===== config.mk =====
export PLATFORM = sky130hd
export DESIGN_NAME = daq_system_regs_flat
export DESIGN_NICKNAME = d
export VERILOG_FILES = /design/src/design/daq_pkg.sv /design/src/design/daq_bus_if.sv /design/src/design/daq_system_regs.sv /design/src/flat_wrapper.sv
export VERILOG_INCLUDE_DIRS = /design/src /design/src/include
export SDC_FILE = /design/constraint.sdc
export NUM_CORES = 1
export LEC_CHECK = 0
export BUFFER_PORTS_ARGS = -buffer_cell sky130_fd_sc_hd__buf_2
export CAP_MARGIN = 40
export CORE_UTILIZATION = 40
export DETAILED_ROUTE_END_ITERATION = 10
export PLACE_DENSITY = 0.67
export SYNTH_ARGS = -nofsm -noshare
export SYNTH_HDL_FRONTEND = slang
export SYNTH_SLANG_ARGS = --single-unit

===== constraint.sdc =====
create_clock -name BUS_CLK -period 4.2 [get_ports BUS_CLK]
set_input_delay 0.84 -clock BUS_CLK [delete_from_list [all_inputs] [get_ports BUS_CLK]]
set_output_delay 0.84 -clock BUS_CLK [all_outputs]
set_load 0.05 [all_outputs]

===== src/include/daq_params.svh =====
`ifndef DAQ_PARAMS_SVH
`define DAQ_PARAMS_SVH

// Local bus widths
`define DAQ_ABUS_WIDTH 32
`define DAQ_DBUS_WIDTH 8

// Offset width inside one register block
`define DAQ_BLK_ADD_WIDTH 8

// Absolute address map
`define DAQ_SYS_BASEADDR   32'h0000_0300
`define DAQ_SYS_HIGHADDR   32'h0000_03FF
`define DAQ_PULSE_BASEADDR 32'h0000_0400
`define DAQ_PULSE_HIGHADDR 32'h0000_04FF

// Version and board readback
`define DAQ_MODULE_VERSION 8'd1
`define DAQ_VERSION_MINOR  8'd2
`define DAQ_VERSION_MAJOR  8'd0
// 0 is the simulation board
`define DAQ_BOARD_ID       8'd0

// Source FIFOs and output stream
`define DAQ_WORD_WIDTH 32
`define DAQ_N_SOURCES  3

`endif


===== src/design/daq_pkg.sv =====
package daq_pkg;

    typedef enum logic [1:0] {
        ARB_IDLE  = 2'd0,
        ARB_ROUND = 2'd1,
        ARB_HOLD  = 2'd2
    } arb_state_e;

    // System block offsets
    typedef enum logic [7:0] {
        SYS_VERSION    = 8'd0,
        SYS_VER_MINOR  = 8'd1,
        SYS_VER_MAJOR  = 8'd2,
        SYS_BOARD      = 8'd3,
        SYS_CLK_CFG_RD = 8'd4,
        SYS_CLK_CFG_WR = 8'd5,
        SYS_LEMO_MUX   = 8'd6,
        SYS_CONTROL    = 8'd7,
        SYS_SENSE      = 8'd8
    } sys_reg_e;

    // Reset pulser offsets
    typedef enum logic [7:0] {
        PULSE_START  = 8'd0,
        PULSE_EXT_EN = 8'd1,
        PULSE_DELAY  = 8'd2,
        PULSE_WIDTH  = 8'd3,
        PULSE_DONE   = 8'd4
    } pulse_reg_e;

endpackage


===== src/design/daq_bus_if.sv =====
`timescale 1ns/1ps
`include "daq_params.svh"

interface daq_bus_if;

    // Strobes are already gated by the block's address range
    logic                          rd;
    logic                          wr;
    logic [`DAQ_BLK_ADD_WIDTH-1:0] add;
    logic [`DAQ_DBUS_WIDTH-1:0]    wdata;
    logic [`DAQ_DBUS_WIDTH-1:0]    rdata;

    modport decoder (
        output rd,
        output wr,
        output add,
        output wdata,
        input  rdata
    );

    modport block (
        input  rd,
        input  wr,
        input  add,
        input  wdata,
        output rdata
    );

endinterface


===== src/design/daq_system_regs.sv =====
`timescale 1ns/1ps
`include "daq_params.svh"

module daq_system_regs (
    input  logic       BUS_CLK,
    input  logic       BUS_RST,
    daq_bus_if.block   bus,
    input  logic [3:0] i_gpio_sense,
    input  logic       i_rst_pulse,
    output logic       o_mgt_ref_sel,
    output logic [7:0] o_lemo_mux,
    output logic [2:0] o_ntc_mux,
    output logic       o_resetb_ext
);

    logic       clk_cfg_q;
    logic [7:0] lemo_q;
    logic [7:0] ctrl_q;

    always_ff @(posedge BUS_CLK) begin
        if (BUS_RST) begin
            clk_cfg_q <= 1'b0;
            lemo_q    <= 8'd0;
            ctrl_q    <= 8'd0;
        end else if (bus.wr) begin
            case (bus.add)
                daq_pkg::SYS_CLK_CFG_WR: clk_cfg_q <= bus.wdata[0];
                daq_pkg::SYS_LEMO_MUX:   lemo_q    <= bus.wdata;
                daq_pkg::SYS_CONTROL:    ctrl_q    <= bus.wdata;
                default: ;
            endcase
        end
    end

    // Readback captured on the read strobe
    always_ff @(posedge BUS_CLK) begin
        if (bus.rd) begin
            case (bus.add)
                daq_pkg::SYS_VERSION:    bus.rdata <= `DAQ_MODULE_VERSION;
                daq_pkg::SYS_VER_MINOR:  bus.rdata <= `DAQ_VERSION_MINOR;
                daq_pkg::SYS_VER_MAJOR:  bus.rdata <= `DAQ_VERSION_MAJOR;
                daq_pkg::SYS_BOARD:      bus.rdata <= `DAQ_BOARD_ID;
                daq_pkg::SYS_CLK_CFG_RD: bus.rdata <= {7'd0, clk_cfg_q};
                daq_pkg::SYS_LEMO_MUX:   bus.rdata <= lemo_q;
                daq_pkg::SYS_CONTROL:    bus.rdata <= ctrl_q;
                daq_pkg::SYS_SENSE:      bus.rdata <= {4'd0, i_gpio_sense};
                default:                 bus.rdata <= 8'd0;
            endcase
        end
    end

    // Control bit 0 set means external reference, so zero keeps the internal clock
    assign o_mgt_ref_sel = ~ctrl_q[0];
    assign o_ntc_mux     = ctrl_q[3:1];
    assign o_lemo_mux    = lemo_q;

    // Chip held in reset by software or by the reset pulser
    assign o_resetb_ext = ~(ctrl_q[4] | i_rst_pulse);

endmodule


===== src/flat_wrapper.sv =====
// flat-port wrapper written by rule: the top's interface ports become plain ports
module daq_system_regs_flat 
  (BUS_CLK, BUS_RST, i_gpio_sense, i_rst_pulse, o_mgt_ref_sel, o_lemo_mux, o_ntc_mux, o_resetb_ext, bus_rd, bus_wr, bus_add, bus_wdata, bus_rdata);
  daq_bus_if bus_i ();
  input  logic BUS_CLK;
  input  logic BUS_RST;
  input  logic [3:0] i_gpio_sense;
  input  logic i_rst_pulse;
  output logic o_mgt_ref_sel;
  output logic [7:0] o_lemo_mux;
  output logic [2:0] o_ntc_mux;
  output logic o_resetb_ext;
  input wire logic [$bits(bus_i.rd)-1:0] bus_rd;
  input wire logic [$bits(bus_i.wr)-1:0] bus_wr;
  input wire logic [$bits(bus_i.add)-1:0] bus_add;
  input wire logic [$bits(bus_i.wdata)-1:0] bus_wdata;
  output wire logic [$bits(bus_i.rdata)-1:0] bus_rdata;
  assign bus_i.rd = bus_rd;
  assign bus_i.wr = bus_wr;
  assign bus_i.add = bus_add;
  assign bus_i.wdata = bus_wdata;
  assign bus_rdata = bus_i.rdata;
  daq_system_regs u_core (.BUS_CLK(BUS_CLK), .BUS_RST(BUS_RST), .bus(bus_i), .i_gpio_sense(i_gpio_sense), .i_rst_pulse(i_rst_pulse), .o_mgt_ref_sel(o_mgt_ref_sel), .o_lemo_mux(o_lemo_mux), .o_ntc_mux(o_ntc_mux), .o_resetb_ext(o_resetb_ext));
endmodule

# --- After elaboration in Yosys (flattened, before gate mapping) ---
# Cells that the tools add are included.
classes:
  eq_ne: 6
  n_mux: 1
  bitwise: 3
  n_reduce_logical: 4
op_table:
  columns: ["cell", "count"]
  rows:
  - ["case mux 8 bit (6 select lines)", 1]
  - ["equality test 8 x 3 -> 1 bit, second input constant", 4]
  - ["equality test 8 x 1 -> 1 bit, second input constant", 1]
  - ["equality test 8 x 4 -> 1 bit, second input constant", 1]
  - ["zero test 8 bit", 1]
  - ["AND reduction 2 bit", 3]
  - ["inverter 1 bit", 2]
  - ["OR 1 bit", 1]
word_totals:
  reg_bits: 25
  in_bits: 25
  output_inout_bits: 21
  elab_cells: 18

# --- Logic depth before layout (Yosys ltp) ---
depth:
  word_depth: 2
  ltp_mapped: 5
  mapped_depth_nobuf: 3

# --- Worst setup path after synthesis ---
# OpenSTA, ideal clock, no wires.
synth_timing:
  kind: "input -> output"
  from: "input i_rst_pulse"
  to: "output o_resetb_ext"
  arrival_ps: 1485
  required_ps: 3360
  slack_ps: 1875
  cell_stages: 1
  n_path_buf: 0
  path_cell_list: "nor2_1"
synth_via:
  elab_chain_cells: 2
synth_lines:
  columns: ["element", "line", "source"]
  rows:
  - ["from (decl)", "flat_wrapper.sv:8", "input logic i_rst_pulse;"]
  - ["OR 1 bit", "daq_system_regs.sv:58", "assign o_resetb_ext = ~(ctrl_q[4] | i_rst_pulse);"]
  - ["inverter 1 bit", "daq_system_regs.sv:58", null]
  - ["to (decl)", "flat_wrapper.sv:12", "output logic o_resetb_ext;"]
# No other way between the ends.

# --- Worst setup path after layout ---
layout_timing:
  from: "input bus_add[5]"
  to: "register u_core.bus.rdata[0], data pin"
layout_via:
  elab_chain_cells: 2
  word_cells_on_any_way: 7
  classes_between: "eq/ne: 5; mux: 1; reduce/logical: 1"
layout_lines:
  columns: ["element", "line", "source"]
  rows:
  - ["from (decl)", "flat_wrapper.sv:15", "input wire logic [$bits(bus_i.add)-1:0] bus_add;"]
  - ["equality test 8 x 4 -> 1 bit (tied with other cells)", "daq_system_regs.sv:38", "case (bus.add)"]
  - ["case mux 8 bit (6 select lines) (*)", "daq_system_regs.sv:38", null]
  - ["to (signal assigned)", "daq_system_regs.sv:39", "daq_pkg::SYS_VERSION: bus.rdata <= `DAQ_MODULE_VERSION;"]
  - ["to (signal assigned)", "daq_system_regs.sv:40", "daq_pkg::SYS_VER_MINOR: bus.rdata <= `DAQ_VERSION_MINOR;"]
  - ["to (signal assigned)", "daq_system_regs.sv:41", "daq_pkg::SYS_VER_MAJOR: bus.rdata <= `DAQ_VERSION_MAJOR;"]
  - ["to (decl)", "daq_bus_if.sv:26", "output rdata"]
# Mark *: on every way between the ends. The rest lies on a longest branch, timed or not.
# A chain may end at the register's enable or synchronous reset.

==> reports/metrics.yaml <==
status: "complete, no violations"
htreeDepth: 1
fp.dieW_um: 58.7
final_common_cell: "buf_2"
synthCells: 130
ys_top_cells_by_area: "dfxtp_1 (27%), edfxtp_1 (19%), o31ai_1 (9.4%), mux2i_1 (7.8%), nand4_1 (7.8%)"
cts_inserted_buffers: 3
syn_nets: 155
cts_buffer_depth: 2
grt_pass1_wl_mm: 4.97
drt_iter0_drc: 38
power.total_mw: 0.426
worst_setup_path_start_kind: "primary input"
clock-sinks: 25
internal_power_mw: 0.305
tns_ps: 0
p_leak_nw: 0.569
dp.cells: 204
rrSetupSlack_ps: 3140
critical_path_arrival_ps: 2320
path_class: "in2reg"
clk_pin_slew_worst_paths_ps: 140
route.detailed.wl_per_inst_um: 14.2
syn-cell-area_um2: 1280
first_pass_iters: 4
cts_hold_buf: 0
synth_seq_area_share_pct: 45.2
peakVddDrop_uv: 107
yosysTopAreaCell: "dfxtp_1"
drv_slew: 0
post-route-min-period_ps: 2120
min_period_over_period_pct: 50.4
finalNonFillerCells: 208
cts_setup_buffers: 0
rows: 20
diodes: 0
critPathMaxFanout: 20
post_drt_via_cell_ratio: 5.50
syn_area_per_cell_um2: 9.87
wl_mm: 2.95
pre_cts_ws_ps: 1760
cap_violations: 0
fin_ws_ps: 2080
comb_power_share_pct: 14.5
switching_power_mw: 0.120
layout-drive-gt1-share_pct: 32.9
grt_max_degree: 21
initial_core_util_pct: 42.0
worstHoldPathType: "reg2reg"
power_frac_clock_pct: 26.1
hpwl_mm: 2.09
skew_ps: 1.12
grt_setup_unrepaired: "false"
antenna_found_initial: 0
routed-via-count: 1145
io_pins: 46
port_buffers: 45
layout_common_cells: "buf_2 (45), dfxtp_1 (17), o31ai_1 (16), nand4_1 (16), a21oi_1 (16)"
max_freq_ghz: 0.472
final_antenna_net_count: 0
grt_pass1_vias: 1105
drc: 0
hold_viol: 0
nNetsFinal: 190
synth_top_area_share_pct: 26.5
dieArea_um2: 3440
setup_violations: 0
fin_hold_ws_ps: 480
syn_to_final_growth_pct: 17.3
powerDensity_nw_per_um2: 283
clk_latency_ps: 320
synth-seq-cells: 25
cts_resized: 0
end_kind: "flop"
synth_warnings: 0
fill_cells: 322
cts_root_buffer: "clkbuf_4"
grt_usage_pct: 18.7
place.gp.congestion: 0.858
p_sw_share_pct: 28.3
grt_overflow: 0
synthDistinctLibCells: 28
seq_power_share_pct: 59.5
worst_pin_slew_ps: 655
fp.dieH_um: 58.7
slew_headroom_pct: 56.2
cts_tree: "built"
worstPathRequired_ps: 4410
core_area_um2: 3050
stage by stage:
step                      cell area [um2]  util (%)
after detailed placement             1480      48.4
after global routing                 1510      49.3
after CTS                            1510      49.3
after global placement               1480      48.4
final                                1510      49.3
after floorplan                      1280         -
area by class of cell:
type,count,area (um2),share of cell area (%)
flip-flops and latches,25,581,38.6
clock inverters,1,5.00,0.333
clock buffers,3,22.5,1.50
inverters,1,3.75,0.249
repair buffers,46,233,15.5
multi-input cells,88,606,40.2
well taps,44,55.1,3.66
worst max-delay path, stage by stage:
cell	delay (ps)
buf_2	110
or4_4	670
nor4_1	480
a22o_2	230
power groups by stage:
stage          sequential (mW)  combinational (mW)  clock [mW]
6_report                 0.253              0.0616       0.111
5_1_grt                  0.254              0.0660       0.118
4_1_cts                  0.253              0.0614       0.109
3_5_place_dp             0.259              0.0613           0
3_3_place_gp             0.258              0.0606           0
2_1_floorplan            0.272              0.0255           0
metal layers:
| layer | GRT usage, % | share of wire [%] | vias up |
|---|---|---|---|
| li1 | - | - | 563 |
| met1 | 26.1 | 45 | 545 |
| met2 | 30.0 | 49 | 31 |
| met3 | 3.08 | 3.9 | 6 |
| met4 | 5.44 | 1.3 | 0 |
| met5 | 0 | 0 | - |
kinds of logic after synthesis:
| kind of cell | Yosys count | share of synthesized area (%) |
|---|---|---|
| mux | 10 | 7.80 |
| buf+inv | 17 | 7.60 |
| simple gates | 41 | 20.3 |
| flops | 25 | 45.2 |
| compound gates | 37 | 19.1 |
cells in the mapped netlist:
library cell   n
inv_1          1
nand2_1        4
edfxtp_1       8
buf_8          1
o31ai_1       16
or4_4          1
clkbuf_1       4
nor3_1         1
o32ai_1        1
buf_4          3
o2bb2ai_1      3
buf_1          4
mux2i_1       10
a22o_2         1
nand3b_1       1
nand2b_1       5
buf_2          3
buf_6          1
a21oi_1       16
and2_1         1
nor2_1         6
nor4_4         1
and3b_1        1
nor4_1         1
nor4_2         1
nand4_1       16
nor2b_1        2
dfxtp_1       17
state kept, by name, indices dropped and copies added (netlist names):
| register | cells |
|---|---|
| u_core.bus.rdata | 8 |
| u_core.ctrl_q | 8 |
| u_core.o_lemo_mux | 8 |
| u_core.clk_cfg_q | 1 |
final timing paths:
path | from | end | cells after the start
worst max-delay path | bus_add[5] | u_core.bus.rdata[0] | 4
worst max register to register | u_core.o_lemo_mux[0] | u_core.bus.rdata[0] | 3
worst min-delay path | u_core.ctrl_q[5] | u_core.ctrl_q[5] | 2
worst min register to register | u_core.ctrl_q[5] | u_core.ctrl_q[5] | 2
(Power assumes the default switching activity.)
