[config.mk]
export PLATFORM = sky130hd
export DESIGN_NAME = daq_bus_decoder_flat
export DESIGN_NICKNAME = d
export VERILOG_FILES = /design/src/design/daq_bus_if.sv /design/src/design/daq_bus_decoder.sv /design/src/flat_wrapper.sv
export VERILOG_INCLUDE_DIRS = /design/src /design/src/include
export SDC_FILE = /design/constraint.sdc
export NUM_CORES = 1
export LEC_CHECK = 0
export ABC_CLOCK_PERIOD_IN_PS = 1800
export BUFFER_PORTS_ARGS = -buffer_cell sky130_fd_sc_hd__clkbuf_2
export CAP_MARGIN = 20
export CORE_MARGIN = 2
export CORE_UTILIZATION = 27
export DETAILED_ROUTE_END_ITERATION = 8
export PLACE_DENSITY = 0.92
export SKIP_LAST_GASP = 1
export SLEW_MARGIN = 25
export SYNTH_ARGS = -nofsm -noshare
export SYNTH_HDL_FRONTEND = slang
export SYNTH_SLANG_ARGS = --single-unit
[constraint.sdc]
create_clock -name BUS_CLK -period 1.8 [get_ports BUS_CLK]
set_input_delay 0.09 -clock BUS_CLK [delete_from_list [all_inputs] [get_ports BUS_CLK]]
set_output_delay 0.09 -clock BUS_CLK [all_outputs]
set_load 0.1 [all_outputs]
[src/include/daq_params.svh]
`ifndef DAQ_PARAMS_SVH
`define DAQ_PARAMS_SVH

// Local bus widths
`define DAQ_ABUS_WIDTH 32
`define DAQ_DBUS_WIDTH 8

// Offset width inside one register block
`define DAQ_BLK_ADD_WIDTH 8

// Absolute address map
`define DAQ_SYS_BASEADDR   32'h0000_0300
`define DAQ_SYS_HIGHADDR   32'h0000_03FF
`define DAQ_PULSE_BASEADDR 32'h0000_0400
`define DAQ_PULSE_HIGHADDR 32'h0000_04FF

// Version and board readback
`define DAQ_MODULE_VERSION 8'd1
`define DAQ_VERSION_MINOR  8'd2
`define DAQ_VERSION_MAJOR  8'd0
// 0 is the simulation board
`define DAQ_BOARD_ID       8'd0

// Source FIFOs and output stream
`define DAQ_WORD_WIDTH 32
`define DAQ_N_SOURCES  3

`endif

[src/design/daq_bus_if.sv]
`timescale 1ns/1ps
`include "daq_params.svh"

interface daq_bus_if;

    // Strobes are already gated by the block's address range
    logic                          rd;
    logic                          wr;
    logic [`DAQ_BLK_ADD_WIDTH-1:0] add;
    logic [`DAQ_DBUS_WIDTH-1:0]    wdata;
    logic [`DAQ_DBUS_WIDTH-1:0]    rdata;

    modport decoder (
        output rd,
        output wr,
        output add,
        output wdata,
        input  rdata
    );

    modport block (
        input  rd,
        input  wr,
        input  add,
        input  wdata,
        output rdata
    );

endinterface

[src/design/daq_bus_decoder.sv]
`timescale 1ns/1ps
`include "daq_params.svh"

module daq_bus_decoder (
    input  logic                       BUS_CLK,
    input  logic                       BUS_RST,
    input  logic [`DAQ_ABUS_WIDTH-1:0] i_bus_add,
    input  logic [`DAQ_DBUS_WIDTH-1:0] i_bus_data,
    input  logic                       i_bus_rd,
    input  logic                       i_bus_wr,
    output logic [`DAQ_DBUS_WIDTH-1:0] o_bus_data,
    daq_bus_if.decoder                 sys_bus,
    daq_bus_if.decoder                 pulse_bus
);

    logic                       sys_hit;
    logic                       pulse_hit;
    logic [`DAQ_ABUS_WIDTH-1:0] sys_off;
    logic [`DAQ_ABUS_WIDTH-1:0] pulse_off;
    logic                       rd_sys_q;
    logic                       rd_pulse_q;

    assign sys_hit   = (i_bus_add >= `DAQ_SYS_BASEADDR) && (i_bus_add <= `DAQ_SYS_HIGHADDR);
    assign pulse_hit = (i_bus_add >= `DAQ_PULSE_BASEADDR) && (i_bus_add <= `DAQ_PULSE_HIGHADDR);

    // Offset relative to each block base
    assign sys_off   = i_bus_add - `DAQ_SYS_BASEADDR;
    assign pulse_off = i_bus_add - `DAQ_PULSE_BASEADDR;

    assign sys_bus.rd    = i_bus_rd & sys_hit;
    assign sys_bus.wr    = i_bus_wr & sys_hit;
    assign sys_bus.add   = sys_off[`DAQ_BLK_ADD_WIDTH-1:0];
    assign sys_bus.wdata = i_bus_data;

    assign pulse_bus.rd    = i_bus_rd & pulse_hit;
    assign pulse_bus.wr    = i_bus_wr & pulse_hit;
    assign pulse_bus.add   = pulse_off[`DAQ_BLK_ADD_WIDTH-1:0];
    assign pulse_bus.wdata = i_bus_data;

    // Remember which block answers the pending read
    always_ff @(posedge BUS_CLK) begin
        if (BUS_RST) begin
            rd_sys_q   <= 1'b0;
            rd_pulse_q <= 1'b0;
        end else begin
            rd_sys_q   <= sys_bus.rd;
            rd_pulse_q <= pulse_bus.rd;
        end
    end

    // Unmapped or idle cycles read as zero
    assign o_bus_data = rd_sys_q   ? sys_bus.rdata :
                        rd_pulse_q ? pulse_bus.rdata : '0;

    a_one_block: assert property (@(posedge BUS_CLK) disable iff (BUS_RST)
        !((sys_bus.rd || sys_bus.wr) && (pulse_bus.rd || pulse_bus.wr)));

endmodule

[src/flat_wrapper.sv]
// flat-port wrapper written by rule: the top's interface ports become plain ports
module daq_bus_decoder_flat 
  (BUS_CLK, BUS_RST, i_bus_add, i_bus_data, i_bus_rd, i_bus_wr, o_bus_data, sys_bus_rd, sys_bus_wr, sys_bus_add, sys_bus_wdata, sys_bus_rdata, pulse_bus_rd, pulse_bus_wr, pulse_bus_add, pulse_bus_wdata, pulse_bus_rdata);
  daq_bus_if sys_bus_i ();
  daq_bus_if pulse_bus_i ();
  input  logic BUS_CLK;
  input  logic BUS_RST;
  input  logic [`DAQ_ABUS_WIDTH-1:0] i_bus_add;
  input  logic [`DAQ_DBUS_WIDTH-1:0] i_bus_data;
  input  logic i_bus_rd;
  input  logic i_bus_wr;
  output logic [`DAQ_DBUS_WIDTH-1:0] o_bus_data;
  output wire logic [$bits(sys_bus_i.rd)-1:0] sys_bus_rd;
  output wire logic [$bits(sys_bus_i.wr)-1:0] sys_bus_wr;
  output wire logic [$bits(sys_bus_i.add)-1:0] sys_bus_add;
  output wire logic [$bits(sys_bus_i.wdata)-1:0] sys_bus_wdata;
  input wire logic [$bits(sys_bus_i.rdata)-1:0] sys_bus_rdata;
  output wire logic [$bits(pulse_bus_i.rd)-1:0] pulse_bus_rd;
  output wire logic [$bits(pulse_bus_i.wr)-1:0] pulse_bus_wr;
  output wire logic [$bits(pulse_bus_i.add)-1:0] pulse_bus_add;
  output wire logic [$bits(pulse_bus_i.wdata)-1:0] pulse_bus_wdata;
  input wire logic [$bits(pulse_bus_i.rdata)-1:0] pulse_bus_rdata;
  assign sys_bus_rd = sys_bus_i.rd;
  assign sys_bus_wr = sys_bus_i.wr;
  assign sys_bus_add = sys_bus_i.add;
  assign sys_bus_wdata = sys_bus_i.wdata;
  assign sys_bus_i.rdata = sys_bus_rdata;
  assign pulse_bus_rd = pulse_bus_i.rd;
  assign pulse_bus_wr = pulse_bus_i.wr;
  assign pulse_bus_add = pulse_bus_i.add;
  assign pulse_bus_wdata = pulse_bus_i.wdata;
  assign pulse_bus_i.rdata = pulse_bus_rdata;
  daq_bus_decoder u_core (.BUS_CLK(BUS_CLK), .BUS_RST(BUS_RST), .i_bus_add(i_bus_add), .i_bus_data(i_bus_data), .i_bus_rd(i_bus_rd), .i_bus_wr(i_bus_wr), .o_bus_data(o_bus_data), .sys_bus(sys_bus_i), .pulse_bus(pulse_bus_i));
endmodule
==> After elaboration in Yosys (flattened, before gate mapping) <==
Index checks and enable logic that the tools add are counted.
W data, S select, Z words.
{ "totals": {"reg_bits": 2, "input_bits": 60, "output_inout_bits": 44, "word_cells": 16} }
{ "classes": {"addsub": 2, "order_cmp": 4, "mux": 2, "bitwise_logic": 4, "n_reduce_logical": 2} }
{ "op_table": {"columns": ["cell", "count"], "rows": [
  ["$ge A32 B10 Y1 const B", 1],
  ["$ge A32 B11 Y1 const B", 1],
  ["$le A32 B10 Y1 const B", 1],
  ["$le A32 B11 Y1 const B", 1],
  ["$mux W8", 2],
  ["$sub A8 B1 Y8 const B", 2],
  ["$and A1 B1 Y1", 4],
  ["$logic_and A1 B1 Y1", 2]
]} }

==> Logic depth before layout (Yosys ltp) <==
Gate-level depths: netlist of run 1.
{ "logic_depth": {"ltp_word": 3, "mapped_depth": 4, "depth_no_buf": 3} }

==> Worst setup path before layout of run 1 <==
No wires, ideal clock.
{ "synth_path": {"path_kind": "input to output", "start": "input i_bus_add[18]", "end": "output pulse_bus_rd", "arrival_time_ns": 2.677, "required_ns": 1.710, "setup_slack_ns": -0.967, "path_stages": 3, "path_buffers": 0, "cell_sequence": "nor4_2 nand4_2 nor3_1"} }
{ "synth_between": {"elab_chain_len": 3, "elab_cells_between_ends": 4, "cone_classes": "order compare: 2; bitwise: 1; reduce/logical: 1"} }
{ "synth_lines": {"columns": ["element", "line_no", "source"], "rows": [
  ["from (decl)", "flat_wrapper.sv:8", "input logic [`DAQ_ABUS_WIDTH-1:0] i_bus_add;"],
  ["$ge A32 B11 Y1 (no line) / $le A32 B11 Y1 (equally long branches)", null, null],
  ["$logic_and A1 B1 Y1 (*)", "daq_bus_decoder.sv:24", "assign pulse_hit = (i_bus_add >= `DAQ_PULSE_BASEADDR) && (i_bus_add <= `DAQ_PULSE_HIGHADDR);"],
  ["$and A1 B1 Y1 (*)", "daq_bus_decoder.sv:35", "assign pulse_bus.rd = i_bus_rd & pulse_hit;"],
  ["to (decl)", "flat_wrapper.sv:18", "output wire logic [$bits(pulse_bus_i.rd)-1:0] pulse_bus_rd;"]
]} }
Every way passes the cells marked *; elsewhere a longest branch is shown, timed or not.

==> Worst setup path after layout of run 1 <==
{ "layout_path": {"start": "register u_core.rd_sys_q", "end": "output o_bus_data[7]"} }
{ "layout_between": {"elab_chain_len": 1} }
{ "layout_lines": {"columns": ["element", "line_no", "source"], "rows": [
  ["from (decl)", "daq_bus_decoder.sv:20", "logic rd_sys_q;"],
  ["from (signal assigned)", "daq_bus_decoder.sv:46", "rd_sys_q <= sys_bus.rd;"],
  ["$mux W8", "daq_bus_decoder.sv:52", "assign o_bus_data = rd_sys_q ? sys_bus.rdata :"],
  ["to (decl)", "flat_wrapper.sv:12", "output logic [`DAQ_DBUS_WIDTH-1:0] o_bus_data;"]
]} }
Every way passes these cells.

==> out/results.ini, run 1 <==
[sta]
max_freq_ghz=0.629
holdWs_ns=0.0459
fin_crit_ns=1.59
worstMarginPinSlew_ns=0.538
setup_viol=0
finalMaxSlewViolations=0
period_share=0.884
hold_violations=0
finalSetupTns_ns=0
max-slew-margin-rel=0.643
rsz0062_at_grt=false

[synthesis]
synth_edf_count=0
syn-cell-area_um2=538
ys_ff_latch=2
yosysSeqAreaShare=0.0744
avgSynthCellArea_um2=7.69
synth.top_cell.area_share=0.447
synthesis.nets=130
synth_cell_types=19
synth_top_area_cell=buf_4
synth_area_leaders=buf_4 (45%), a22o_1 (11%), dfxtp_1 (7.4%)
synthFlopType=dfxtp_1
yosysWarnings=0
yosysMostFrequentCell=buf_4
synthTopCellsByCount=buf_4 (32), a22o_1 (7), nor3_1 (6)
synthArstFlopShare=0
syn_inst=70

[run_status]
status=finished, final reports clean

[setup_path]
critPathSlowestCell=nor2b_1
worstSetupPathType=reg2out
worstPathRequired_ns=1.71
cpPeakStageDelay_ns=0.41
endpoint_kind=output pin
critPathMaxFanout=10
cp-start-kind=flop
cp_num_cells=3
crit_buf_inv=1
arrival_ns=1.50
crit_chain=nor2b_1 > a22o_1 > buf_12
crit_family=simple AND/OR/NAND/NOR gates

[global_routing]
grt_remaining_overflow=0
busiest_layer=met2
use_met2=0.295
grt_pass1_wl_mm=2.48
antenna_found_initial=0
grtUsageMet3=0.0340
use_met1=0.0923
grt_pass1_vias=633
grt_max_degree=11
grt.total_usage=0.138

[clock_tree]
cts_tree=yes
cts_root_buf=clkbuf_4
cts_setup_buffers=0
clkSinkCount=2
h-tree-depth=1
cts_buffers=3
cts_hold_buf=0
clock_path_buffers=2
cts_resized=0
clk_pin_slew_ns=0.03

[final_layout]
drive_above_1_share=0.723
n_antenna_cell=0
fill_cells=197
area.growth.synth_to_final_pct=50.5
layoutNonFillerInstCount=121
finish.utilization=0.421
final_nets=156

[placed_design]
dp_hpwl_mm=1.47
place_inst=118
place.gp.congestion=0.721
numPortBuffers=55

[power]
power_frac_seq=0.211
power_switching_w=0.0000542
combPwrFrac=0.307
peakVddDrop_uv=155
clockPowerShare=0.482
intPower_w=0.000158
power_w=0.000212
powerDensity_nw_per_um2=262
p_leak_nw=0.373
swShare=0.256

[hold_path]
hp-start=BUS_RST
min_to=u_core.rd_pulse_q
hp-class=in2reg
min_path_cells=2

[drt]
num_vias=568
drtPass1Iterations=1
ant_nets=0
via_per_inst=4.69
avgRoutedWirePerCell_um=12.8
routed_wl_mm=1.55
drt_iter0_drc=0
drc=0

[floorplan]
io_pins=104
dieArea_um2=2370
rows=16
dieWidth_um=48.6
fp.dieH_um=48.6
core_um2=1920
initial_core_util=0.280

[flow_run]
cap_violations=0

==> per-stage QoR <==
| step | cell area [um2] | setup WS (ns) |
|---|---|---|
| after floorplan | 562 | -0.164 |
| after global placement | 787 | 0.440 |
| after detailed placement | 787 | 0.414 |
| after CTS | 810 | 0.195 |
| after global routing | 810 | 0.0710 |
| final | 810 | 0.210 |
==> area by class of cell <==
class	instances	area (um2)	share of cell area
Inverter	2	7.51	0.00927
Clock buffer	3	22.5	0.0278
Timing Repair Buffer	55	440	0.544
Sequential cell	2	40.0	0.0495
Tap cell	27	33.8	0.0417
Multi-Input combinational cell	32	265	0.328
==> power by group through the flow <==
stage	sequential [W]	clock, W	combinational (W)
2_1_floorplan	0.0000452	0	0.000346
3_3_place_gp	0.0000452	0	0.0000635
3_5_place_dp	0.0000452	0	0.0000654
4_1_cts	0.0000446	0.000108	0.0000659
5_1_grt	0.0000446	0.000112	0.0000711
6_report	0.0000447	0.000102	0.0000650
==> placed cells by master (no fill, tap or decap), drive strengths merged <==
cell type	instances
o21ai	1
nand3b	1
dfxtp	2
a22o	7
buf	11
clkbuf	47
nor4	5
nand2	5
nor2b	2
nand4	1
nor2	1
o211ai	1
nor4bb	1
nor3b	1
nor3	6
inv	2
==> how the worst max path moves through the flow <==
stage                          startpoint       endpoint  slack (ns)
final                     u_core.rd_sys_q  o_bus_data[7]        0.21
after global routing      u_core.rd_sys_q  o_bus_data[3]        0.07
after CTS                 u_core.rd_sys_q  o_bus_data[3]        0.19
after detailed placement    i_bus_add[18]     sys_bus_wr        0.41
after global placement      i_bus_add[22]     sys_bus_wr        0.44
after floorplan             i_bus_add[18]     sys_bus_rd       -0.16
==> flip-flops by register name, indices dropped and copies added, names as in the netlist <==
name and flops:
u_core.rd_sys_q 1, u_core.rd_pulse_q 1
==> routing by layer <==
layer / vias to the layer above / share of wire / wire length, um
met5: - / 0 / 0
met4: 0 / 0.024 / 37
met2: 59 / 0.58 / 904
li1: 261 / - / -
met1: 239 / 0.26 / 401
met3: 9 / 0.13 / 208
==> cell families (layout without fill, tap and decap cells) <==
| family | count (synthesis) | count (layout) | synth area share |
|---|---|---|---|
| AO/OA/AOI/OAI | 9 | 9 | 0.137 |
| AND/OR/NAND/NOR | 23 | 23 | 0.312 |
| flip-flops | 2 | 2 | 0.0744 |
| buffers and inverters | 36 | 60 | 0.477 |
Power figures use the tool's default switching activity.
==> run 2, diff against run 1 <==
--- a/config.mk
+++ b/config.mk
@@ -6,12 +6,13 @@
 export SDC_FILE = /design/constraint.sdc
 export NUM_CORES = 1
 export LEC_CHECK = 0
-export ABC_CLOCK_PERIOD_IN_PS = 1800
+export ABC_CLOCK_PERIOD_IN_PS = 1900
 export BUFFER_PORTS_ARGS = -buffer_cell sky130_fd_sc_hd__clkbuf_2
 export CAP_MARGIN = 20
 export CORE_MARGIN = 2
 export CORE_UTILIZATION = 27
 export DETAILED_ROUTE_END_ITERATION = 8
+export HOLD_SLACK_MARGIN = 0.15
 export PLACE_DENSITY = 0.92
 export SKIP_LAST_GASP = 1
 export SLEW_MARGIN = 25
==> constraint.sdc (replaced) <==
create_clock -name BUS_CLK -period 1.9 [get_ports BUS_CLK]
set_input_delay 0.095 -clock BUS_CLK [delete_from_list [all_inputs] [get_ports BUS_CLK]]
set_output_delay 0.095 -clock BUS_CLK [all_outputs]
set_load 0.1 [all_outputs]
==> run 2 against run 1 <==
Effect of this change: utilization down 7.1 points; global-route usage is 2.1 points lower; clock power fell by 10%; wire length shrank 14%; combinational power down 1%; largest power group unchanged; clock-buffer cell count did not move; via count decreased by 4.8%; flip-flop and latch count stayed put; highest routed layer unchanged; worst hold slack better by 0.14 ns; critical endpoint is now o_bus_data[5].
==> out/results.ini, run 2 (synthesized netlist as in run 1, its figures left out) <==
[clock_tree]
cts_setup_buffers=0  ; unchanged
cts_buffers=3  ; unchanged
clock_path_buffers=2  ; unchanged
cts_root_buf=clkbuf_4  ; unchanged
clk_pin_slew_ns=0.03  ; about the same
clkSinkCount=2  ; unchanged
h-tree-depth=1  ; unchanged
cts_tree=yes  ; unchanged

[sta]
finalMaxSlewViolations=0  ; unchanged
max-slew-margin-rel=0.639  ; was 0.643
period_share=0.846
max_freq_ghz=0.622
fin_crit_ns=1.61
worstMarginPinSlew_ns=0.544  ; was 0.538 ns
setup_viol=0  ; unchanged
rsz0062_at_grt=false  ; unchanged
finalSetupTns_ns=0  ; unchanged
hold_violations=0  ; unchanged

[final_layout]
area.growth.synth_to_final_pct=25.1  ; was 50.5%
layout_common_cells=clkbuf_2 (51), a22o_1 (7), nand2_1 (5), nor3_2 (4), buf_4 (4)  ; was clkbuf_2 (44), buf_12 (11), a22o_1 (7), nand2_1 (5), nor3_2 (4)
final_common_cell=clkbuf_2  ; unchanged
n_antenna_cell=0  ; unchanged
fill_cells=211  ; was 197
drive_above_1_share=0.708  ; was 0.723
reg_top3=u_core.rd_pulse_q: 1 flops, u_core.rd_sys_q: 1 flops  ; unchanged
finalInstanceArea_um2=673  ; was 810 um2
final_nets=158  ; was 156

[drt]
drc=0  ; unchanged
via_per_inst=4.40  ; was 4.69
drt_iter0_drc=0  ; unchanged
routed_wl_mm=1.33  ; was 1.55 mm
num_vias=541  ; was 568
avgRoutedWirePerCell_um=10.8  ; was 12.8 um
drtPass1Iterations=1  ; unchanged
ant_nets=0  ; unchanged

[run_status]
status=finished, final reports clean  ; unchanged

[setup_path]
crit_buf_inv=1  ; unchanged
cp-start-kind=flop  ; unchanged
arrival_ns=1.51  ; was 1.50 ns
critPathSlowestCell=clkbuf_2  ; was nor2b_1
worstPathRequired_ns=1.80  ; was 1.71 ns
worstSetupPathType=reg2out  ; unchanged
crit_chain=nor2b_2 > a22o_1 > clkbuf_2  ; was nor2b_1 > a22o_1 > buf_12
endpoint_kind=output pin  ; unchanged
critPathMaxFanout=10  ; unchanged
cpPeakStageDelay_ns=0.45  ; was 0.41 ns
crit_family=buffers and inverters  ; was simple AND/OR/NAND/NOR gates

[global_routing]
grt_remaining_overflow=0  ; unchanged
grt_max_degree=11  ; unchanged
grt_pass1_vias=498  ; was 633
grt_pass1_wl_mm=2.07  ; was 2.48 mm
antenna_found_initial=0  ; unchanged
grt.total_usage=0.117  ; was 0.138

[placed_design]
dp_hpwl_mm=1.20  ; was 1.47 mm
place_area_um2=628  ; was 787 um2
numPortBuffers=55  ; unchanged
place.gp.congestion=0.691  ; was 0.721

[hold_path]
hp-class=in2out  ; was in2reg

[floorplan]
fp.dieH_um=48.6  ; unchanged
core_um2=1920  ; unchanged
dieArea_um2=2370  ; unchanged
initial_core_util=0.280  ; unchanged
rows=16  ; unchanged
dieWidth_um=48.6  ; unchanged
io_pins=104  ; unchanged

[power]
powerDensity_nw_per_um2=294  ; was 262 nW/um2
peakVddDrop_uv=212  ; was 155 uV
power_w=0.000198  ; was 0.000212 W
p_leak_nw=0.345  ; was 0.373 nW

[flow_run]
cap_violations=0  ; unchanged

[run 2: power breakdown]
group             switching [W]  internal (W)  leakage, nW
Combinational         0.0000245     0.0000396        0.315
Sequential     0.00000000000238     0.0000423       0.0161
Clock                 0.0000221     0.0000695       0.0138
Total                 0.0000466      0.000151        0.345
[run 2: cell type report]
| class | count | area [um2] | area share |
|---|---|---|---|
| clock buffer | 3 | 22.5 | 0.0335 |
| timing repair buffer | 57 | 305 | 0.454 |
| multi-input combinational | 32 | 264 | 0.392 |
| sequential | 2 | 40.0 | 0.0595 |
| inverter | 2 | 7.51 | 0.0112 |
| tap | 27 | 33.8 | 0.0502 |
[run 2: what timing repair did]
action,CTS,global route
endpoints found under the hold margin,2,0
resized for setup,0,1
hold buffers,2,0
setup endpoints to repair,0,4
[run 2: per-stage QoR]
step                 util  hold WS [ns]  worst slack (ns)  instances
finish              0.350         0.190             0.293        123
global route        0.350         0.190             0.153        123
CTS                 0.349         0.191             0.159        123
detailed placement  0.327         0.191             0.399        118
global placement    0.327         0.191             0.449        118
floorplan               -         0.169           -0.0743         70
[run 2: layer usage]
layer | share of wire | vias up | track usage
met1 | 0.32 | 218 | 0.0902
met3 | 0.15 | 8 | 0.0833
met5 | 0 | - | 0
li1 | - | 267 | -
met4 | 0.027 | 0 | 0.0667
met2 | 0.50 | 48 | 0.210
[run 2: path summary, 6_finish.rpt]
path | start | endpoint | slack (ns) | depth (start not counted)
worst max-delay path | u_core.rd_sys_q | o_bus_data[5] | 0.29 | 3
worst min-delay path | i_bus_data[1] | pulse_bus_wdata[1] | 0.19 | 0
