<file path="src/include/daq_params.svh">
`ifndef DAQ_PARAMS_SVH
`define DAQ_PARAMS_SVH

// Local bus widths
`define DAQ_ABUS_WIDTH 32
`define DAQ_DBUS_WIDTH 8

// Offset width inside one register block
`define DAQ_BLK_ADD_WIDTH 8

// Absolute address map
`define DAQ_SYS_BASEADDR   32'h0000_0300
`define DAQ_SYS_HIGHADDR   32'h0000_03FF
`define DAQ_PULSE_BASEADDR 32'h0000_0400
`define DAQ_PULSE_HIGHADDR 32'h0000_04FF

// Version and board readback
`define DAQ_MODULE_VERSION 8'd1
`define DAQ_VERSION_MINOR  8'd2
`define DAQ_VERSION_MAJOR  8'd0
// 0 is the simulation board
`define DAQ_BOARD_ID       8'd0

// Source FIFOs and output stream
`define DAQ_WORD_WIDTH 32
`define DAQ_N_SOURCES  3

`endif

</file>
<file path="src/design/daq_pkg.sv">
package daq_pkg;

    typedef enum logic [1:0] {
        ARB_IDLE  = 2'd0,
        ARB_ROUND = 2'd1,
        ARB_HOLD  = 2'd2
    } arb_state_e;

    // System block offsets
    typedef enum logic [7:0] {
        SYS_VERSION    = 8'd0,
        SYS_VER_MINOR  = 8'd1,
        SYS_VER_MAJOR  = 8'd2,
        SYS_BOARD      = 8'd3,
        SYS_CLK_CFG_RD = 8'd4,
        SYS_CLK_CFG_WR = 8'd5,
        SYS_LEMO_MUX   = 8'd6,
        SYS_CONTROL    = 8'd7,
        SYS_SENSE      = 8'd8
    } sys_reg_e;

    // Reset pulser offsets
    typedef enum logic [7:0] {
        PULSE_START  = 8'd0,
        PULSE_EXT_EN = 8'd1,
        PULSE_DELAY  = 8'd2,
        PULSE_WIDTH  = 8'd3,
        PULSE_DONE   = 8'd4
    } pulse_reg_e;

endpackage

</file>
<file path="src/design/daq_bus_if.sv">
`timescale 1ns/1ps
`include "daq_params.svh"

interface daq_bus_if;

    // Strobes are already gated by the block's address range
    logic                          rd;
    logic                          wr;
    logic [`DAQ_BLK_ADD_WIDTH-1:0] add;
    logic [`DAQ_DBUS_WIDTH-1:0]    wdata;
    logic [`DAQ_DBUS_WIDTH-1:0]    rdata;

    modport decoder (
        output rd,
        output wr,
        output add,
        output wdata,
        input  rdata
    );

    modport block (
        input  rd,
        input  wr,
        input  add,
        input  wdata,
        output rdata
    );

endinterface

</file>
<file path="src/design/daq_pulse_gen.sv">
`timescale 1ns/1ps
`include "daq_params.svh"

module daq_pulse_gen (
    input  logic     BUS_CLK,
    input  logic     BUS_RST,
    daq_bus_if.block bus,
    input  logic     i_ext_start,
    output logic     o_pulse
);

    logic       ext_en_q;
    logic [7:0] delay_q;
    logic [7:0] width_q;
    logic [7:0] cnt_q;
    logic       busy_q;
    logic       start;

    assign start = (bus.wr && bus.add == daq_pkg::PULSE_START) || (ext_en_q && i_ext_start);

    // Busy with o_pulse low is the delay phase, busy with o_pulse high the width phase
    always_ff @(posedge BUS_CLK) begin
        if (BUS_RST) begin
            ext_en_q <= 1'b0;
            delay_q  <= 8'd0;
            width_q  <= 8'd0;
            cnt_q    <= 8'd0;
            busy_q   <= 1'b0;
            o_pulse  <= 1'b0;
        end else begin
            if (bus.wr) begin
                case (bus.add)
                    daq_pkg::PULSE_EXT_EN: ext_en_q <= bus.wdata[0];
                    daq_pkg::PULSE_DELAY:  delay_q  <= bus.wdata;
                    daq_pkg::PULSE_WIDTH:  width_q  <= bus.wdata;
                    default: ;
                endcase
            end

            if (!busy_q) begin
                // Starts while busy are dropped
                if (start) begin
                    busy_q <= 1'b1;
                    cnt_q  <= delay_q;
                end
            end else if (!o_pulse) begin
                if (cnt_q == 8'd0) begin
                    if (width_q == 8'd0) begin
                        busy_q <= 1'b0;
                    end else begin
                        o_pulse <= 1'b1;
                        cnt_q   <= width_q - 8'd1;
                    end
                end else begin
                    cnt_q <= cnt_q - 8'd1;
                end
            end else begin
                if (cnt_q == 8'd0) begin
                    o_pulse <= 1'b0;
                    busy_q  <= 1'b0;
                end else begin
                    cnt_q <= cnt_q - 8'd1;
                end
            end
        end
    end

    always_ff @(posedge BUS_CLK) begin
        if (bus.rd) begin
            case (bus.add)
                daq_pkg::PULSE_EXT_EN: bus.rdata <= {7'd0, ext_en_q};
                daq_pkg::PULSE_DELAY:  bus.rdata <= delay_q;
                daq_pkg::PULSE_WIDTH:  bus.rdata <= width_q;
                daq_pkg::PULSE_DONE:   bus.rdata <= {7'd0, ~busy_q};
                default:               bus.rdata <= 8'd0;
            endcase
        end
    end

    // Width as seen when the delay phase ended
    a_no_zero_width: assert property (@(posedge BUS_CLK) disable iff (BUS_RST)
        $rose(o_pulse) |-> $past(width_q) != 8'd0);

endmodule

</file>
<file path="src/flat_wrapper.sv">
// flat-port wrapper written by rule: the top's interface ports become plain ports
module daq_pulse_gen_flat 
  (BUS_CLK, BUS_RST, i_ext_start, o_pulse, bus_rd, bus_wr, bus_add, bus_wdata, bus_rdata);
  daq_bus_if bus_i ();
  input  logic BUS_CLK;
  input  logic BUS_RST;
  input  logic i_ext_start;
  output logic o_pulse;
  input wire logic [$bits(bus_i.rd)-1:0] bus_rd;
  input wire logic [$bits(bus_i.wr)-1:0] bus_wr;
  input wire logic [$bits(bus_i.add)-1:0] bus_add;
  input wire logic [$bits(bus_i.wdata)-1:0] bus_wdata;
  output wire logic [$bits(bus_i.rdata)-1:0] bus_rdata;
  assign bus_i.rd = bus_rd;
  assign bus_i.wr = bus_wr;
  assign bus_i.add = bus_add;
  assign bus_i.wdata = bus_wdata;
  assign bus_rdata = bus_i.rdata;
  daq_pulse_gen u_core (.BUS_CLK(BUS_CLK), .BUS_RST(BUS_RST), .bus(bus_i), .i_ext_start(i_ext_start), .o_pulse(o_pulse));
endmodule
</file>
<file path="config.mk">
export PLATFORM = sky130hd
export DESIGN_NAME = daq_pulse_gen_flat
export DESIGN_NICKNAME = d
export VERILOG_FILES = /design/src/design/daq_pkg.sv /design/src/design/daq_bus_if.sv /design/src/design/daq_pulse_gen.sv /design/src/flat_wrapper.sv
export VERILOG_INCLUDE_DIRS = /design/src /design/src/include
export SDC_FILE = /design/constraint.sdc
export NUM_CORES = 1
export LEC_CHECK = 0
export BUFFER_PORTS_ARGS = -buffer_cell sky130_fd_sc_hd__buf_2
export CAP_MARGIN = 20
export CORE_ASPECT_RATIO = 1.2
export CORE_MARGIN = 1
export CORE_UTILIZATION = 45
export CTS_BUF_LIST = sky130_fd_sc_hd__clkbuf_8
export CTS_CLUSTER_SIZE = 20
export DETAILED_ROUTE_END_ITERATION = 12
export HOLD_SLACK_MARGIN = 0.06
export PLACE_DENSITY = 0.77
export SETUP_SLACK_MARGIN = 0.05
export SKIP_LAST_GASP = 1
export SLEW_MARGIN = 20
export SYNTH_ARGS = -nofsm -noshare
export SYNTH_HDL_FRONTEND = slang
export SYNTH_SLANG_ARGS = --single-unit
</file>
<file path="constraint.sdc">
create_clock -name BUS_CLK -period 2.7 [get_ports BUS_CLK]
set_clock_uncertainty 0.15 [all_clocks]
set_input_delay 0.405 -clock BUS_CLK [delete_from_list [all_inputs] [get_ports BUS_CLK]]
set_output_delay 0.405 -clock BUS_CLK [all_outputs]
set_load 0.02 [all_outputs]
</file>
======== Yosys cells after proc, flatten, opt, wreduce, memory -nomap -nowiden ========
Cells that the tools add are included.
W data, S select, Z words.
storage, ports and cells
  flip-flop bits (word level) ............. 35
  output and inout bits ................... 9
  logic and storage cells ................. 42
cells by class
  add/sub/neg operators ................... 2
  equality and inequality tests ........... 6
  multiplexer cells ....................... 15
  bitwise gates (word level) .............. 1
  reduce and logical (&&, ||, !) cells .... 11
operators by type and width
  cell                   count
  $mux W8                6
  $pmux W8 S4            1
  $logic_not A8 Y1       3
  $eq A8 B2 Y1 const B   2
  $sub A8 B1 Y8 const B  2
  $eq A8 B1 Y1 const B   1
  $eq A8 B3 Y1 const B   1
  $mux W1                8
  $ne A3 B3 Y1 const B   2
  $reduce_and A2 Y1      3
  $reduce_and A3 Y1      1
  $logic_and A1 B1 Y1    2
  $reduce_bool A2 Y1     1
  $logic_or A1 B1 Y1     1
  $not A1 Y1             1

======== Longest topological paths before layout ========
Gate-level depths: netlist of the first run.
  word-level depth ........................ 5
  depth in mapped cells ................... 7
  mapped depth without buffers ............ 7

======== Worst setup path before layout of the first run ========
Ideal clock, no wire load.
  path kind ............................... flip-flop to flip-flop
  from .................................... register u_core.cnt_q[0]
  to ...................................... register u_core.cnt_q[0]
  setup time .............................. 95 ps
  arrival time ............................ 1912 ps
  slack ................................... 542 ps
  stages on the path, launching flop included .. 8
  buffers on the path ..................... 0
  clock period less this slack ............ 2158 ps
  cell sequence ........................... dfxtp_1 inv_1 ha_1 or4b_4 nor3_2 mux2i_1 a21oi_1 a221oi_1
between the ends
  cells in the longest elaborated chain, start to end .. 4
ends and longest elaborated chain
  what                                                      RTL line                                  text
  start, declared                                           daq_pulse_gen.sv:15                       logic [7:0] cnt_q;
  start signal, assigned                                    daq_pulse_gen.sv:44                       cnt_q <= delay_q;
  start signal, assigned                                    daq_pulse_gen.sv:52                       cnt_q <= width_q - 8'd1;
  start signal, assigned                                    daq_pulse_gen.sv:55                       cnt_q <= cnt_q - 8'd1;
  $sub A8 B1 Y8 / $logic_not A8 Y1 (equally long branches)  -
  $mux W8, on equally long branches                         daq_pulse_gen.sv:47, daq_pulse_gen.sv:58
  $mux W8                                                   daq_pulse_gen.sv:46                       end else if (!o_pulse) begin
  $mux W8                                                   daq_pulse_gen.sv:40                       if (!busy_q) begin
Several ways; a longest one is shown, not always the timed one. The select of a mux whose other input is x is not followed.
A chain may end at the register's enable or synchronous reset.

======== Worst setup path after layout of the first run ========
Ends and elaborated chain as after synthesis.

==> results of run 1 <==
-- placed cells by master (no fill, tap or decap), types with 2 or more instances in the layout --
cell type	synthesis	final
a211oi_1	3	3
inv_1	7	8
buf_4	0	6
mux2i_1	5	5
buf_2	2	29
nor4_1	3	3
o21ai_0	4	4
edfxtp_1	8	8
and4_1	2	2
xor2_1	2	2
nor2_1	12	12
nor3b_1	2	2
or3_1	3	3
xnor2_1	4	4
a21oi_1	21	21
nor3_1	5	5
clkbuf_8	0	5
nand2_1	27	27
ha_1	4	4
nor2b_1	2	2
o311ai_0	2	2
or4_1	2	2
a221oi_1	2	2
dfxtp_1	27	27
nand3_1	21	21
a311oi_1	2	2
a22o_1	7	7
-- per-layer routing --
| metal | track usage (%) | vias up |
|---|---|---|
| met4 | 12.7 | 0 |
| li1 | - | 834 |
| met5 | 0 | - |
| met3 | 4.99 | 9 |
| met2 | 34.8 | 55 |
| met1 | 24.5 | 792 |
-- power breakdown --
group	switching [W]	internal, W	total [W]
sequential	0.00000228	0.000540	0.000542
combinational	0.0000394	0.0000250	0.0000645
clock	0.000188	0.000271	0.000460
-- kinds of logic after synthesis --
logic type | count (synthesis)
AND/OR/NAND/NOR | 86
AO/OA/AOI/OAI | 53
flip-flops | 35
buffers and inverters | 18
XOR/XNOR | 6
multiplexers | 5
adder cells (fa/ha/maj) | 4
-- flip-flops by register name, indices dropped and copies added, names as in the netlist --
signal            count
u_core.ext_en_q       1
u_core.busy_q         1
u_core.cnt_q          8
u_core.o_pulse        1
u_core.bus.rdata      8
u_core.width_q        8
u_core.delay_q        8
-- worst max-delay path by stage --
stage                                 start  slack (ns)  depth (start not counted)               to
after floorplan             u_core.cnt_q[0]        0.54                          7  u_core.cnt_q[0]
after global placement           bus_add[5]        0.31                          6  u_core.cnt_q[3]
after detailed placement         bus_add[5]        0.22                          6  u_core.cnt_q[2]
after CTS                 u_core.width_q[0]        0.32                          6  u_core.cnt_q[2]
after global routing        u_core.cnt_q[0]        0.18                          7  u_core.cnt_q[0]
final                       u_core.cnt_q[0]        0.37                          7  u_core.cnt_q[0]
-- worst max-delay path, cell delays in order, from the launching register on --
cell       delay, ns
dfxtp_1         0.34
inv_1           0.12
ha_1            0.16
or4b_4          0.49
or3_4           0.39
o2bb2ai_4       0.25
a21oi_1         0.07
a221oi_1        0.27
-- through the flow --
stage / instances / util (%) / power, W
floorplan: 207 / - / 0.000586
global placement: 286 / 52.2 / 0.000617
detailed placement: 286 / 52.2 / 0.000618
CTS: 294 / 55.0 / 0.00107
global route: 294 / 55.1 / 0.00110
finish: 294 / 55.1 / 0.00107
-- area by class of cell --
| class | instances | area [um2] |
|---|---|---|
| inverter | 8 | 30.0 |
| clock buffer | 5 | 68.8 |
| fill | 381 | 1770 |
| tap | 54 | 67.6 |
| clock inverter | 3 | 41.3 |
| multi-input combinational | 154 | 995 |
| sequential | 35 | 781 |
| timing repair buffer | 35 | 190 |
==> summary.md, run 1 <==
| Metric | Value |
|---|---|
| Clock Sink Count | 35 |
| Total global routing track utilization | about a fifth |
| Initial core utilization | roughly 47% |
| Top sig layer | met4 |
| Port Buffer Count | 29 |
| Vias in the first global route | about 1600 |
| Post-synthesis adder-cell area fraction | ~2.7% |
| Worst Hold Slack | 0.217 ns |
| Post-Synth Simple-Gate Area | ~25% |
| 1st-iter DRT viols | 74 |
| Top cell type by total area after synthesis | dfxtp_1 |
| EDFF count, synth | 8 |
| Worst R2R End | u_core.cnt_q[0] |
| CTS buffer count | 5 |
| Status | complete, no violations |
| Mean Syn Cell Area | between 8 and 9 um2 |
| Final Hold Fails | 0 |
| DR vias | between 1500 and 2000 |
| Minimum clock period | between 2 and 2.5 ns |
| Core box area | 3940 um2 |
| Reg2Reg Depth | 7 |
| Synthesized area | 1840 um2 |
| Layout cell share with drive strength beyond 1 | a little over a fifth |
| RSZ-0062 raised after global routing | no |
| VDD IR max | 0.000261 V |
| Register area share after synthesis | 42.4% |
| Crit-path max FO | 8 |
| Pre-CTS WS | around 0.22 ns |
| DR pass1 iterations | 4 |
| # H-tree levels | 2 |
| Synth top area share | between 20 and 30% |
| Ys flop type | dfxtp_1 |
| Routed wire length | 4210 um |
| Launch point of the worst reg-to-reg path | u_core.cnt_q[0] |
| Final setup TNS | 0 ns |
| HPWL after DPL | just over 3000 um |
| Syn Nets | approximately 230 |
| Post-Synth XOR/XNOR Area | between 2 and 3% |
| Power per cell area | 491 nW/um2 |
| DRC | 0 |
| Arrival time worst endpoint | 2.37 ns |
| Metal1 wirelength | 1790 um |
| Cts hold-fix bufs | 0 |
| CTS resizes | 0 |
| Worst hold path type | in -> reg |
| Synthesized instance count | about 210 |
| Hold Path Sink | u_core.width_q[3] |
| CTS tree | done |
| Synth top cells by count | dfxtp_1, nand2_1, a21oi_1, nand3_1, nor2_1 |
| DP Area | slightly above 2000 um2 |
| Num ports | 30 |
| Leakage | 0.831 nW |
| GRT overflow | 0 |
| Compound-Gate Fraction of Synth Area | between 20% and 30% |
| CP endpoint kind | register |
| GP Congestion | between 0.8 and 0.9 |
| DIE AREA | 4350 um2 |
| Yosys warns | 0 |
| R2r setup slk | 0.37 ns |
| Hold_sp | bus_wdata[3] |
| Metal3 WL | ~190 um |
| Die Y-Extent | a little over 70 um |
| Largest family of logic cells by synthesized area | simple AND/OR/NAND/NOR gates |
| Clock input transition at the sequential cells of the worst setup and hold paths | around 0.070 ns |
| Root Driver | clkbuf_8 |
| Period utilization | a little under nine tenths |
| Clk Latency, worst-skew pair | between 0.2 and 0.3 ns |
| Count of pins over their slew limit | 0 |
| Area Overhead vs Synth | 18.1% |
| Synth top area cells | dfxtp_1, edfxtp_1, a21oi_1 |
| Fin nets | roughly 260 |
| First-pass GRT wire length | a little under 7000 um |
| Setup-failing EPs final | 0 |
| Cell area after layout | between 2000 and 2500 um2 |
| Setup CP Type | reg -> reg |
| WL met2 | between 2000 and 2500 um |
| Startpoint types | register |
| Vias/cell | between 5 and 6 |
| MaxCap Viol Count | 0 |
| Synth unique cells | 48 |
| Antenna Nets Post-Route | 0 |
| CP required | 2.74 ns |
| Standard-cell rows | 25 |
| Mux share of post-synthesis cell area | under 10% |
| Clk buf depth | 2 |
| Worst slew pin tran | about 0.55 ns |
| Max frequency | 429 MHz |
| Die Wd | 60.4 um |
| Fraction of registers with async set/reset | 0% |
| Initial antenna violation count | 0 |
| Postcts setup bufs | 0 |
| Rel. slew slack | 62.9% |
| Post-DR wirelength/cell | between 10 and 15 um |
| Worst Hold Depth | 3 |
| #FFs+latches synth | 35 |
| Largest net degree at the start of global routing | 28 |
| Final WS setup | approximately 0.37 ns |
| # diodes | 0 |
No activity file was read; power rests on OpenSTA's default activity.
==> inputs of run 2 (changes only) <==
CORE_UTILIZATION = 50   (was 45)
PLACE_DENSITY = 0.83   (was 0.77)
==> run 2 against run 1 <==
  * Hold slack better by 0.0053 ns
  * Final cell count decreased by 6.1%
  * Sequential cell count did not move
  * Combinational power is 3% lower
  * Design area decreased by 1.6%
  * Count of clock-buffer cells in the layout unchanged
  * Critical endpoint is now u_core.cnt_q[4]
  * Highest routed layer unchanged
==> summary.md, run 2 (synthesis results as in run 1) <==
| Metric | Value |
|---|---|
| Antenna Nets Post-Route | 0 |
| MaxCap Viol Count | 0 |
| Port Buffer Count | 29 |
| Crit-path max FO | 6 |
| Initial core utilization | between 50% and 60% |
| CP endpoint kind | register |
| GP Congestion | approximately 0.82 |
| Final WS setup | approximately 0.36 ns |
| Power per cell area | between 500 and 600 nW/um2 |
| Vias in the first global route | roughly 1600 |
| Status | complete, no violations |
| Die Wd | between 50 and 60 um |
| RSZ-0062 raised after global routing | no |
| Total global routing track utilization | around a quarter |
| Clock Sink Count | 35 |
| DIE AREA | about 4000 um2 |
| Routed wire length | about 4300 um |
| Rel. slew slack | roughly 66% |
| Core box area | roughly 3400 um2 |
| # H-tree levels | 2 |
| Startpoint types | register |
| Largest net degree at the start of global routing | 28 |
| Hold Path Sink | u_core.width_q[5] |
| Layout cell share with drive strength beyond 1 | about a fifth |
| R2r setup slk | between 0.3 and 0.4 ns |
| 1st-iter DRT viols | slightly above 80 |
| GRT overflow | 0 |
| HPWL after DPL | roughly 3100 um |
| Worst R2R End | u_core.cnt_q[4] |
| Clock input transition at the sequential cells of the worst setup and hold paths | around 0.070 ns |
| Pre-CTS WS | 0.393 ns |
| Die Y-Extent | a little under 70 um |
| Cts hold-fix bufs | 0 |
| Post-DR wirelength/cell | ~16 um |
| Multi-input logic area | 988 um2 |
| Commonest cells after routing, fill and taps aside | buf_2, nand2_1, dfxtp_1 |
| Clk Latency, worst-skew pair | 0.29 ns |
| Launch point of the worst reg-to-reg path | u_core.cnt_q[0] |
| DP Area | a little over 2000 um2 |
| Leading cell type in the layout, fill and taps excluded | buf_2 |
| Setup CP Type | reg -> reg |
| Standard-cell rows | 23 |
| VDD IR max | between 0.0003 and 0.0004 V |
| Fill count | 281 |
| DRC | 0 |
| Hold_sp | bus_wdata[5] |
| Max frequency | 427 MHz |
| Minimum clock period | 2.34 ns |
| Clk buf depth | 2 |
| Num ports | 30 |
| CP required | between 2 and 3 ns |
| Setup-failing EPs final | 0 |
| CTS resizes | 0 |
| Worst hold path type | in -> reg |
| Root Driver | clkbuf_8 |
| Reg2Reg Depth | 8 |
| Fin nets | approximately 260 |
| Register area | slightly below 800 um2 |
| Postcts setup bufs | 0 |
| CTS buffer count | 5 |
| # diodes | 0 |
| Period utilization | 86.7% |
| Vias/cell | a little over 6 |
| First-pass GRT wire length | a little under 7000 um |
| Worst Hold Depth | 3 |
| Worst slew pin tran | just over 0.5 ns |
| Final Hold Fails | 0 |
| CTS tree | done |
| Initial antenna violation count | 0 |
| DR pass1 iterations | 4 |
| Area Overhead vs Synth | 16.2% |
| Leakage | 0.829 nW |
| Cell area after layout | about 2100 um2 |
| Count of pins over their slew limit | 0 |
| DR vias | roughly 1700 |
| Final setup TNS | 0 ns |
| Arrival time worst endpoint | roughly 2.4 ns |
| Worst Hold Slack | between 0.2 and 0.25 ns |
## run 2: cell count changes in the layout (fill, tap and decap cells not counted), sizes merged
| cell | previous run | this run |
|---|---|---|
| clkinv | 1 | 2 |
| buf | 35 | 34 |
| clkinvlp | 1 | 0 |
## run 2: metal layers
metal	GRT usage (%)	routed length (um)	up-vias
li1	-	-	831
met1	24.9	1750	785
met2	43.8	2160	77
met3	3.78	231	16
met4	12.8	148	0
met5	0	0	-
## run 2: report_power, final
group	internal, W	leakage [nW]	switching, W	total [W]
Sequential	0.000539	0.299	0.00000238	0.000542
Combinational	0.0000233	0.474	0.0000394	0.0000627
Clock	0.000275	0.0562	0.000196	0.000471
Total	0.000838	0.829	0.000238	0.00108
## run 2: per-stage QoR
stage / utilization (%) / power [W] / instances
after floorplan: - / 0.000586 / 207
after global placement: 59.2 / 0.000614 / 268
after detailed placement: 59.2 / 0.000616 / 268
after CTS: 62.5 / 0.00108 / 276
after global routing: 62.5 / 0.00111 / 276
final: 62.5 / 0.00108 / 276
## run 2: how the worst max path moves through the flow
| stage | slack, ns | from | end | cells after the start |
|---|---|---|---|---|
| after global routing | 0.24 | u_core.cnt_q[0] | u_core.cnt_q[4] | 8 |
| after detailed placement | 0.39 | u_core.cnt_q[0] | u_core.cnt_q[4] | 8 |
| final | 0.36 | u_core.cnt_q[0] | u_core.cnt_q[4] | 8 |
| after floorplan | 0.54 | u_core.cnt_q[0] | u_core.cnt_q[0] | 7 |
| after global placement | 0.48 | u_core.cnt_q[0] | u_core.cnt_q[6] | 7 |
| after CTS | 0.37 | u_core.cnt_q[0] | u_core.cnt_q[4] | 8 |
## run 2: critical path: stages (launching register included)
cell and delay, ns:
dfxtp_1 0.34, inv_1 0.11, ha_1 0.15, or4b_4 0.48, nor3_2 0.28, buf_4 0.21
mux2i_1 0.20, mux2i_1 0.10, a211oi_1 0.24
## run 2: area by class of cell
class | count | share of cell area (%)
tap | 37 | 2.16
clock inverter | 3 | 1.99
timing repair buffer | 34 | 8.54
clock buffer | 5 | 3.22
multi-input combinational | 154 | 46.2
inverter | 8 | 1.40
sequential | 35 | 36.5
